$ cat config.mk
export PLATFORM = sky130hd
export DESIGN_NAME = maxflow_task_unit
export DESIGN_NICKNAME = d
export VERILOG_FILES = /design/src/maxflow_pkg.sv /design/src/logged_store_if.sv /design/src/l1_read_if.sv /design/src/maxflow_task_unit.sv /design/src/task_fsm.sv /design/src/logged_store.sv /design/src/l1_reader.sv
export SDC_FILE = /design/constraint.sdc
export NUM_CORES = 1
export LEC_CHECK = 0
export BUFFER_PORTS_ARGS = -buffer_cell sky130_fd_sc_hd__clkbuf_2
export CORE_MARGIN = 2
export CORE_UTILIZATION = 55
export DETAILED_ROUTE_END_ITERATION = 8
export GPL_TIMING_DRIVEN = 0
export PLACE_DENSITY = 0.81
export SLEW_MARGIN = 5
export SYNTH_ARGS = -nofsm -noshare
export SYNTH_HDL_FRONTEND = slang
export SYNTH_SLANG_ARGS = --single-unit
$ cat constraint.sdc
create_clock -name clk -period 12 [get_ports clk]
set_input_delay 0 -clock clk [delete_from_list [all_inputs] [get_ports clk]]
set_output_delay 0 -clock clk [all_outputs]
set_load 0.01 [all_outputs]
$ cat src/maxflow_pkg.sv
package maxflow_pkg;

   typedef logic [31:0] word_t;   // memory word and byte address
   typedef logic [31:0] ts_t;
   typedef logic [3:0]  ttype_t;

   // same field order as the task queue word
   typedef struct packed {
      logic [63:0] args;
      ttype_t      ttype;
      word_t       hint;
      ts_t         ts;
   } task_t;

   typedef struct packed {
      word_t old_data;
      word_t addr;
   } undo_entry_t;

   localparam ttype_t TT_DISCHARGE  = 4'd0;
   localparam ttype_t TT_GET_HEIGHT = 4'd1;
   localparam ttype_t TT_PUSH       = 4'd2;
   localparam ttype_t TT_RECEIVE    = 4'd3;

   // byte offsets inside a 64-byte vertex record
   localparam word_t VTX_EXCESS_OFS = 32'd0;
   localparam word_t VTX_ACTIVE_OFS = 32'd4;
   localparam word_t VTX_HEIGHT_OFS = 32'd16;

   localparam int VTX_FLOW_BASE_WORD = 6;   // flow[0] word index
   localparam int VTX_RECORD_SHIFT   = 6;

   localparam word_t HDR_VERTEX_BASE_ADDR = 32'd20;   // header word 5

endpackage
$ cat src/logged_store_if.sv
interface logged_store_if import maxflow_pkg::*; ();

   logic  req;
   word_t addr;
   word_t old_data;   // value before the store for the undo log
   word_t new_data;
   logic  done;

   modport ctrl (
      output req, addr, old_data, new_data,
      input  done
   );

   modport engine (
      input  req, addr, old_data, new_data,
      output done
   );

endinterface

$ cat src/l1_read_if.sv
interface l1_read_if import maxflow_pkg::*; #(
   parameter int MAX_BEATS = 2
) ();

   logic                  req;
   word_t                 addr;
   logic [7:0]            len;     // beats minus one
   logic                  done;
   word_t [MAX_BEATS-1:0] words;   // slot i holds beat i

   modport ctrl (
      output req, addr, len,
      input  done, words
   );

   modport engine (
      input  req, addr, len,
      output done, words
   );

endinterface

$ cat src/maxflow_task_unit.sv
module maxflow_task_unit import maxflow_pkg::*; #(
   parameter int MAX_BEATS = 2
) (
   input  logic         clk,
   input  logic         rstn,

   input  logic         start,
   input  task_t        task_in,
   output logic         done,
   output logic         idle,

   output task_t        task_out,
   output logic         task_out_valid,
   input  logic         task_out_ready,

   output undo_entry_t  undo_entry,
   output logic         undo_valid,
   input  logic         undo_ready,

   output logic         arvalid,
   input  logic         arready,
   output word_t        araddr,
   output logic [7:0]   arlen,
   input  logic         rvalid,
   output logic         rready,
   input  word_t        rdata,
   input  logic         rlast,
   output logic         awvalid,
   input  logic         awready,
   output word_t        awaddr,
   output logic         wvalid,
   output word_t        wdata,
   output logic         wlast,
   input  logic         bvalid,
   output logic         bready
);

   l1_read_if #(.MAX_BEATS(MAX_BEATS)) rd_bus ();
   logged_store_if st_bus ();

   task_fsm task_fsm_inst (
      .clk            (clk),
      .rstn           (rstn),
      .start          (start),
      .task_in        (task_in),
      .done           (done),
      .idle           (idle),
      .task_out       (task_out),
      .task_out_valid (task_out_valid),
      .task_out_ready (task_out_ready),
      .rd             (rd_bus.ctrl),
      .st             (st_bus.ctrl)
   );

   l1_reader #(.MAX_BEATS(MAX_BEATS)) l1_reader_inst (
      .clk     (clk),
      .rstn    (rstn),
      .arvalid (arvalid),
      .arready (arready),
      .araddr  (araddr),
      .arlen   (arlen),
      .rvalid  (rvalid),
      .rready  (rready),
      .rdata   (rdata),
      .rlast   (rlast),
      .rd      (rd_bus.engine)
   );

   logged_store logged_store_inst (
      .clk        (clk),
      .rstn       (rstn),
      .undo_valid (undo_valid),
      .undo_ready (undo_ready),
      .undo_entry (undo_entry),
      .awvalid    (awvalid),
      .awready    (awready),
      .awaddr     (awaddr),
      .wvalid     (wvalid),
      .wdata      (wdata),
      .wlast      (wlast),
      .st         (st_bus.engine)
   );

   assign bready = 1'b1;   // write responses are dropped

endmodule

$ cat src/task_fsm.sv
module task_fsm import maxflow_pkg::*; (
   input  logic          clk,
   input  logic          rstn,
   input  logic          start,
   input  task_t         task_in,
   output logic          done,
   output logic          idle,
   output task_t         task_out,
   output logic          task_out_valid,
   input  logic          task_out_ready,
   l1_read_if.ctrl       rd,
   logged_store_if.ctrl  st
);

   typedef enum logic [4:0] {
      ST_IDLE, ST_HDR_RD, ST_HDR_WAIT, ST_DISPATCH,
      ST_GH_RD, ST_GH_WAIT, ST_GH_EMIT,
      ST_RV_VTX_RD, ST_RV_VTX_WAIT, ST_RV_FLOW_RD, ST_RV_FLOW_WAIT,
      ST_RV_FLOW_ST, ST_RV_FLOW_STW, ST_RV_EXC_ST, ST_RV_EXC_STW,
      ST_RV_ACT_ST, ST_RV_ACT_STW, ST_RV_EMIT, ST_DONE
   } state_t;

   state_t state, state_next;
   logic   loaded;     // header base valid
   task_t  cur_task;
   word_t  vtx_base;
   word_t  excess;
   logic   active;
   word_t  flow;
   word_t  vtx_addr;
   word_t  flow_addr;
   word_t  amount;
   word_t  excess_new;

   assign vtx_addr   = vtx_base + (word_t'(cur_task.hint[30:0]) << VTX_RECORD_SHIFT);
   assign flow_addr  = vtx_addr +
                       ((word_t'(VTX_FLOW_BASE_WORD) + word_t'(cur_task.args[3:0])) << 2);
   assign amount     = cur_task.args[63:32];
   assign excess_new = excess + amount;

   assign done = (state == ST_DONE);
   assign idle = (state == ST_IDLE);

   always_ff @(posedge clk) begin
      if (!rstn) begin
         state  <= ST_IDLE;
         loaded <= 1'b0;
      end else begin
         state <= state_next;
         if (state == ST_HDR_WAIT && rd.done) begin
            loaded <= 1'b1;
         end
      end
   end

   always_ff @(posedge clk) begin
      if (state == ST_IDLE && start) begin
         cur_task <= task_in;
      end
      if (state == ST_HDR_WAIT && rd.done) begin
         vtx_base <= word_t'(rd.words[0][30:0]) << 2;   // word index to byte address
      end
      if (state == ST_RV_VTX_WAIT && rd.done) begin
         excess <= rd.words[0];
         active <= rd.words[1][0];
      end
      if (state == ST_RV_FLOW_WAIT && rd.done) begin
         flow <= rd.words[0];
      end
   end

   always_comb begin
      state_next     = state;
      rd.req         = 1'b0;
      rd.addr        = '0;
      rd.len         = 8'd0;
      st.req         = 1'b0;
      st.addr        = '0;
      st.old_data    = '0;
      st.new_data    = '0;
      task_out_valid = 1'b0;
      task_out       = '0;
      case (state)
         ST_IDLE: begin
            if (start) begin
               state_next = loaded ? ST_DISPATCH : ST_HDR_RD;
            end
         end
         ST_HDR_RD: begin
            rd.req     = 1'b1;
            rd.addr    = HDR_VERTEX_BASE_ADDR;
            state_next = ST_HDR_WAIT;
         end
         ST_DISPATCH: begin
            case (cur_task.ttype)
               TT_GET_HEIGHT: state_next = ST_GH_RD;
               TT_RECEIVE:    state_next = ST_RV_VTX_RD;
               default:       state_next = ST_DONE;   // no memory traffic
            endcase
         end
         ST_GH_RD: begin
            rd.req     = 1'b1;
            rd.addr    = vtx_addr + VTX_HEIGHT_OFS;
            state_next = ST_GH_WAIT;
         end
         ST_GH_EMIT: begin
            task_out_valid = 1'b1;
            task_out.ttype = TT_PUSH;
            task_out.hint  = cur_task.args[31:0];
            task_out.args  = {32'd0, rd.words[0]};   // height still in the buffer
            task_out.ts    = cur_task.ts;
            if (task_out_ready) begin
               state_next = ST_DONE;
            end
         end
         ST_RV_VTX_RD: begin
            rd.req     = 1'b1;
            rd.addr    = vtx_addr + VTX_EXCESS_OFS;
            rd.len     = 8'd1;   // excess, active
            state_next = ST_RV_VTX_WAIT;
         end
         ST_RV_FLOW_RD: begin
            rd.req     = 1'b1;
            rd.addr    = flow_addr;
            state_next = ST_RV_FLOW_WAIT;
         end
         ST_RV_FLOW_ST: begin
            st.req      = 1'b1;
            st.addr     = flow_addr;
            st.old_data = flow;
            st.new_data = flow - amount;
            state_next  = ST_RV_FLOW_STW;
         end
         ST_RV_EXC_ST: begin
            st.req      = 1'b1;
            st.addr     = vtx_addr + VTX_EXCESS_OFS;
            st.old_data = excess;
            st.new_data = excess_new;
            state_next  = ST_RV_EXC_STW;
         end
         ST_RV_EXC_STW: begin
            if (st.done) begin
               if ($signed(excess_new) > 0 && !active) begin
                  state_next = ST_RV_ACT_ST;   // vertex becomes active
               end else begin
                  state_next = ST_DONE;
               end
            end
         end
         ST_RV_ACT_ST: begin
            st.req      = 1'b1;
            st.addr     = vtx_addr + VTX_ACTIVE_OFS;
            st.new_data = 32'd1;
            state_next  = ST_RV_ACT_STW;
         end
         ST_RV_EMIT: begin
            task_out_valid = 1'b1;
            task_out.ttype = TT_DISCHARGE;
            task_out.hint  = cur_task.hint;
            task_out.args  = {cur_task.ts, 32'd0};
            task_out.ts    = cur_task.ts;
            if (task_out_ready) begin
               state_next = ST_DONE;
            end
         end
         ST_HDR_WAIT:     if (rd.done) state_next = ST_DISPATCH;
         ST_GH_WAIT:      if (rd.done) state_next = ST_GH_EMIT;
         ST_RV_VTX_WAIT:  if (rd.done) state_next = ST_RV_FLOW_RD;
         ST_RV_FLOW_WAIT: if (rd.done) state_next = ST_RV_FLOW_ST;
         ST_RV_FLOW_STW:  if (st.done) state_next = ST_RV_EXC_ST;
         ST_RV_ACT_STW:   if (st.done) state_next = ST_RV_EMIT;
         ST_DONE:         state_next = ST_IDLE;
         default:         state_next = ST_IDLE;
      endcase
   end

endmodule

$ cat src/logged_store.sv
module logged_store import maxflow_pkg::*; (
   input  logic          clk,
   input  logic          rstn,
   output logic          undo_valid,
   input  logic          undo_ready,
   output undo_entry_t   undo_entry,
   output logic          awvalid,
   input  logic          awready,
   output word_t         awaddr,
   output logic          wvalid,
   output word_t         wdata,
   output logic          wlast,
   logged_store_if.engine st
);

   typedef enum logic [1:0] {
      ST_IDLE,
      ST_LOG,
      ST_WRITE
   } state_t;

   state_t state;
   word_t  addr_q;
   word_t  old_q;
   word_t  new_q;

   always_ff @(posedge clk) begin
      if (!rstn) begin
         state   <= ST_IDLE;
         st.done <= 1'b0;
      end else begin
         st.done <= (state == ST_WRITE) && awready;
         case (state)
            ST_IDLE: begin
               if (st.req) begin
                  state <= ST_LOG;
               end
            end
            ST_LOG: begin
               if (undo_ready) begin
                  state <= ST_WRITE;   // log entry taken before the write
               end
            end
            ST_WRITE: begin
               if (awready) begin
                  state <= ST_IDLE;
               end
            end
            default: state <= ST_IDLE;
         endcase
      end
   end

   always_ff @(posedge clk) begin
      if (state == ST_IDLE && st.req) begin
         addr_q <= st.addr;
         old_q  <= st.old_data;
         new_q  <= st.new_data;
      end
   end

   assign undo_valid          = (state == ST_LOG);
   assign undo_entry.old_data = old_q;
   assign undo_entry.addr     = addr_q;

   // single beat with the data riding on the address
   assign awvalid = (state == ST_WRITE);
   assign awaddr  = addr_q;
   assign wvalid  = awvalid;
   assign wdata   = new_q;
   assign wlast   = awvalid;

endmodule

$ cat src/l1_reader.sv
module l1_reader import maxflow_pkg::*; #(
   parameter int MAX_BEATS = 2
) (
   input  logic        clk,
   input  logic        rstn,
   output logic        arvalid,
   input  logic        arready,
   output word_t       araddr,
   output logic [7:0]  arlen,
   input  logic        rvalid,
   output logic        rready,
   input  word_t       rdata,
   input  logic        rlast,
   l1_read_if.engine   rd
);

   localparam int BEAT_W = (MAX_BEATS > 1) ? $clog2(MAX_BEATS) : 1;

   logic [BEAT_W-1:0] beat;   // next buffer slot

   always_ff @(posedge clk) begin
      if (!rstn) begin
         arvalid <= 1'b0;
         rready  <= 1'b0;
         beat    <= '0;
         rd.done <= 1'b0;
      end else begin
         rd.done <= rvalid && rready && rlast;
         if (rd.req) begin
            arvalid <= 1'b1;
            beat    <= '0;
         end else if (arvalid && arready) begin
            arvalid <= 1'b0;
            rready  <= 1'b1;   // open the data phase
         end
         if (rvalid && rready) begin
            beat <= beat + 1'b1;
            if (rlast) begin
               rready <= 1'b0;
            end
         end
      end
   end

   always_ff @(posedge clk) begin
      if (rd.req) begin
         araddr <= rd.addr;
         arlen  <= rd.len;
      end
      if (rvalid && rready) begin
         rd.words[beat] <= rdata;
      end
   end

endmodule

; ---- Yosys cells after proc, flatten, opt, wreduce, memory -nomap -nowiden
; Cells that the tools add are included.
[word_totals]
input_bits = 174
regBits = 440
out_inout_bits = 310
wordCells = 126
[op_classes]
n_mux = 37
eq_ne = 34
reduce_logical = 21
addsub = 8
n_lt_le_gt_ge = 3
[op_table]
columns = operator, count
row1 = 132-bit one-hot mux with 2 select lines, 1
row2 = 32-bit one-hot mux with 3 select lines, 2
row3 = 32-bit one-hot mux with 4 select lines, 1
row4 = 32-bit adder, 3
row5 = 5-bit one-hot mux with 17 select lines, 1
row6 = 64-bit bitwise mux, 1
row7 = 32-bit one-hot mux with 2 select lines, 1
row8 = 5-bit two-way mux, 10
row9 = "5-bit by 4-bit == test with 1-bit output, second input constant", 8
row10 = "32-bit by 3-bit adder with 32-bit output, second input constant", 1
row11 = "32-bit by 5-bit adder with 32-bit output, second input constant", 1
row12 = 32-bit demux with 1-bit select, 1
row13 = "32-bit by 1-bit greater-than comparator with 1-bit output, second input constant", 1
row14 = 32-bit two-way mux, 1
row15 = 32-bit subtractor, 1
row16 = "2-bit by 1-bit != test with 1-bit output, second input constant", 11
row17 = "5-bit by 3-bit == test with 1-bit output, second input constant", 4
row18 = "5-bit == test, second input constant", 3
row19 = 1-bit two-way mux, 12
row20 = 1-bit logical AND, 11
row21 = "5-bit by 2-bit == test with 1-bit output, second input constant", 2
row22 = 5-bit one-hot mux with 2 select lines, 1
row23 = 9-bit AND reduction, 1
row24 = 2-bit two-way mux, 4
row25 = other kinds (19), 20

; ---- Depth between registers and ports, before layout
[logic_depth]
ltp_word = 6
ltp_mapped = 15
ltp_nobuf = 15

; ---- Cells and area by module
; Synthesis repeated with hierarchy kept, for this count alone.
[unflattened]
cells_unflattened = 1954
area_unflattened_um2 = 23010.8
[modules_own_cells]
columns = module, area_per_inst_um2, n_inst, seq_area_each_um2, cells_per_inst
row1 = task_fsm, 16445.8, 1, 6936.7, 1687
row2 = l1_reader, 3281.9, 1, 3203.1, 122
row3 = logged_store, 3271.9, 1, 2942.8, 143
row4 = maxflow_task_unit, 11.3, 1, 0.0, 2

; ---- Least setup slack after synthesis
; Ideal clock, no wire load.
[synth_timing]
path_kind = reg-to-reg
startpoint = register task_fsm_inst.state[0]
endpoint = register logged_store_inst.state[0]
path_buffers = 1
required_ns = 11.901
period_less_slack_ns = 10.726
setup_ns = 0.099
path_slack_ns = 1.274
path_stages_with_launch = 7
arrival_ns = 10.628
cell_sequence = dfxtp_1 -> clkbuf_1 -> inv_1 -> nor2_1 -> nand2_1 -> nor4_1 -> o21a_1
[synth_via]
elab_chain_len = 5
elab_cells_between_ends = 7
classes_between = 4 x eq/ne / 1 x mux / 2 x reduce/logical
[synth_lines]
columns = element, line
row1 = from (decl), task_fsm.sv:23  ; state_t state, state_next;
row2 = from (signal assigned), task_fsm.sv:49  ; state <= state_next;
row3 = 5-bit by 4-bit == test with 1-bit output, task_fsm.sv:83  ; case (state)
row4 = 3-bit OR reduction (no source line) (*), -
row5 = 1-bit two-way mux (*), task_fsm.sv:83
row6 = 2-bit by 1-bit != test with 1-bit output (no source line) (*), -
row7 = 3-bit AND reduction (no source line) (*), -
row8 = to (signal assigned), logged_store.sv:29  ; state <= ST_IDLE;
row9 = to (signal assigned), logged_store.sv:36  ; state <= ST_LOG;
row10 = to (signal assigned), logged_store.sv:41  ; state <= ST_WRITE;
row11 = to (decl), logged_store.sv:22  ; state_t state;
; Mark *: on every way between the ends. The rest lies on a longest branch, timed or not.
; A chain may end at the register's enable or synchronous reset.

; ---- Worst setup path in the final report
[layout_timing]
startpoint = register task_fsm_inst.flow[0]
endpoint = register logged_store_inst.new_q[30], in the netlist logged_store_inst.wdata[30] (data pin)
[layout_via]
elab_chain_len = 2
[layout_lines]
columns = element, line
row1 = from (decl), task_fsm.sv:29  ; word_t flow;
row2 = from (signal assigned), task_fsm.sv:68  ; flow <= rd.words[0];
row3 = 32-bit subtractor, task_fsm.sv:131  ; st.new_data = flow - amount;
row4 = 32-bit one-hot mux with 3 select lines, task_fsm.sv:83
row5 = to (signal assigned), logged_store.sv:58  ; new_q <= st.new_data;
row6 = to (decl), logged_store.sv:25  ; word_t new_q;
; No other way between the ends.

==> results.md <==
* Status: complete, no violations
* GRT Overall Usage at a little under two fifths
* CTS sink count at 398
* Levels on crit path at 15
* Post-Syn Instances at 1,946
* P_sw at roughly 1.6 mW
* Max rail drop VDD at 0.146 mV
* Internal Pwr Total at between 2 and 3 mW
* Sequential power share at 40.1%
* Initial DRT Pass Iterations at 5
* Critical-path maximum fanout at 3
* Ys async rst share at 0%
* Top FF cell, synth: edfxtp_1
* Die Width at 205 um
* Critical Path RT at between 10 and 15 ns
* Residual DRC count at 0
* Crit path time final at between 5 and 6 ns
* Flops & latches, synth at just under 400
* Congestion Overflow GR at 0
* CP cell instances: inv_1 > ha_1 > inv_1 > fa_1 > a21o_1 > a21oi_1 > o21ai_0 > a2111oi_1 > o41ai_1 > a211oi_1 > nor3_1 > nor4_1 > nor2_1 > xnor2_1 > o21ai_0
* Wire per inst at about 25 um
* Clock root buffer: clkbuf_16
* Via/cell ratio at ~6.1
* First-pass GRT wire length at 118,000 um
* Fin cells at 3,215
* Placed Instances at about 3,000
* DR iter-0 viols at between 2,000 and 2,500
* Core area at 39,800 um^2
* EDFF count, synth at between 300 and 400
* CTS tree: done
* I/O Pins at between 400 and 500
* Layout cells sized above 1 at 24.6%
* Worst Hold Class: in -> reg
* Final GP Congestion at ~0.96
* Sw Share at a little over a third
* RSZ-0062 raised after global routing: no
* Area delta synth->final at 28.6%
* Worst-path clk slew at ~0.070 ns
* Buffers added on ports at around 470
* Fin Hold WS at around 0.12 ns
* DP Wirelength at around 60,000 um
* Worst setup path category: reg -> reg
* Pwr Total at about 4.5 mW
* Buf/Inv on CP at 2
* Row count at between 70 and 80
* Fmax achieved at between 0.15 and 0.2 GHz
* Leak at about 11 nW
* Clock Power Share at about 28%
* Die Ht at about 200 um
* CP Capture Type: flip-flop
* Initial Utilization at 55.8%
* Fill count at about 2,800
* Cell depth of the worst hold path at 5
* Clock buffer depth at 3
* Rel. slew slack at a little over an eighth
* Final Cycle Share at 41.7%
* Clock Latency Late Sink at 0.59 ns
* ANT nets after route at 0
* Post-layout util at between 70% and 80%
* PwrDens at ~160 nW/um^2
* DR vias at 19,700
* Mapped Area at approximately 22,000 um^2
* Top post-synthesis cells by area: edfxtp_1, ha_1, and2_1
* Largest net degree at the start of global routing at between 60 and 70
* Post-synth top area cell: edfxtp_1
* Sequential fraction of the synthesis area at between 50% and 60%
* Cts bufs inserted at between 40 and 50
* Synth cell types at roughly 100
* Worst slew pin tran at 1.29 ns
* Setup TNS at 0 ns
* CTS H-tree lvls at 2
* YS warnings at 0
* Post-synth top area share at between 50% and 60%
* Final setup violation count at 0
* Hold Vio Cnt, Final at 0
* Reg2Reg Depth at 15
* WP data arrival at between 5 and 6 ns
* CP Launch Type: flip-flop
* Post-Route WL at roughly 80,000 um
* Initial antenna violation count at 2
* CP delay by family, top: compound AO/OA/AOI/OAI gates
* Combinational share of power at roughly a third
* Worst path max stage delay at 0.98 ns
* Slowest-stage cell, CP: a2111oi_1
* Number of global-route vias before repair at 19,400
* Die area at between 40,000 and 50,000 um^2
* Nets at slightly below 3,000
* Synthesized area per cell at between 10 and 15 um^2
* Number of max-cap violations at 0
* Max Transition Viols Final at 0
* Clock skew at ~0.031 ns
area by class of cell:
type	count	area, um^2	area share (%)
inverters	83	312	1.09
flip-flops and latches	398	11800	41.4
diodes	1	2.50	0.00877
multi-input cells	1350	9470	33.2
clock inverters	23	224	0.784
clock buffers	50	1080	3.79
plain buffers	130	702	2.46
well taps	525	657	2.30
repair buffers	655	4280	15.0
cells in the mapped netlist (8+ instances only):
library cell,count
inv_1,81
o221ai_1,16
xor2_1,54
nor2b_1,24
clkbuf_1,66
xnor2_1,61
o22ai_1,36
o21a_1,19
nand2b_1,10
a21oi_1,104
and2_1,115
o21ai_0,86
a221oi_1,8
buf_4,50
o21bai_1,14
dfxtp_1,13
o211ai_1,18
edfxtp_1,385
ha_1,95
a21o_1,40
or3_1,9
nor2_1,111
or2_2,12
and3_1,31
nand3_1,42
a31oi_1,14
nor3_1,31
nand4_1,16
o31ai_1,12
a22oi_1,11
a22o_1,66
buf_1,8
a211o_1,9
nand2_1,123
stage by stage:
stage / worst slack, ns / instance area, um^2
6_report: 6.99 / 28500
5_1_grt: 6.72 / 28500
4_1_cts: 6.87 / 28500
3_5_place_dp: 6.91 / 25500
3_3_place_gp: -3.03 / 25200
2_1_floorplan: 1.27 / 22300
power groups by stage:
| stage | sequential, mW | combinational (mW) | clock, mW |
|---|---|---|---|
| 2_1_floorplan | 1.82 | 0.918 | 0 |
| 3_3_place_gp | 1.87 | 1.30 | 0 |
| 3_5_place_dp | 1.83 | 1.35 | 0 |
| 4_1_cts | 1.81 | 1.40 | 1.27 |
| 5_1_grt | 1.82 | 1.56 | 1.32 |
| 6_report | 1.82 | 1.45 | 1.27 |
logic make-up (layout without fill, tap and decap cells):
group	Yosys count	count (layout)	synth area share (%)
compound gates	534	534	17.1
flops	398	398	53.2
simple gates	569	569	13.8
buf+inv	213	941	4.56
mux	9	9	0.423
xor+xnor	122	122	5.15
other cells	2	18	0.0338
fa+ha+maj	99	99	5.71
placed cells by master, fill, tap and decap left out, drive strengths merged, types with 44 or more instances in the layout:
| cell type | Yosys | final |
|---|---|---|
| a21oi | 105 | 105 |
| a22o | 66 | 66 |
| and2 | 117 | 117 |
| buf | 64 | 81 |
| clkbuf | 66 | 581 |
| dlygate4sd3 | 0 | 173 |
| edfxtp | 385 | 385 |
| ha | 95 | 95 |
| inv | 82 | 84 |
| nand2 | 124 | 124 |
| nand3 | 44 | 44 |
| nor2 | 111 | 111 |
| o21ai | 93 | 93 |
| xnor2 | 68 | 68 |
| xor2 | 54 | 54 |
tightest hold or removal path, stage by stage:
cell,delay (ns)
clkbuf_2,0.08
inv_1,0.10
a221oi_1,0.25
nand2_1,0.10
o211a_1,0.14
layer usage:
layer  vias to the layer above  GRT usage (%)  share of wire [%]
met5                         -              0                  0
met1                      9469           48.0                 38
met3                       235           6.84                9.0
met2                      1268           61.8                 47
met4                         0           21.2                5.9
li1                       8685              -                  -
sequential cells by signal, summed over array words and instances (netlist names):
name	count
l1_reader_inst.beat	1
l1_reader_inst.rready	1
task_fsm_inst.state	5
l1_reader_inst.araddr	30
task_fsm_inst.loaded	1
logged_store_inst.state	2
l1_reader_inst.arvalid	1
logged_store_inst.wdata	32
task_fsm_inst.active	1
l1_reader_inst.rd.done	1
logged_store_inst.st.done	1
logged_store_inst.old_q	32
task_fsm_inst.amount	32
task_fsm_inst.vtx_base	30
logged_store_inst.awaddr	30
task_fsm_inst.cur_task	100
l1_reader_inst.rd.words	33
task_fsm_inst.excess	32
l1_reader_inst.arlen	1
task_fsm_inst.flow	32
timing repair:
action / in CTS / in global routing
setup buffers: 0 / 0
hold buffers: 173 / 0
gates resized for setup: 0 / 0
hold endpoints to repair: 182 / 0
final timing paths:
kind | start | end | slack (ns)
max | task_fsm_inst.flow[0] | logged_store_inst.wdata[30] | 6.99
max reg2reg | task_fsm_inst.flow[0] | logged_store_inst.wdata[30] | 6.99
min reg2reg | l1_reader_inst.rd.words[31] | task_fsm_inst.excess[31] | 0.49
min | task_out_ready | task_fsm_inst.state[1] | 0.12
No activity file was read; power rests on OpenSTA's default activity.
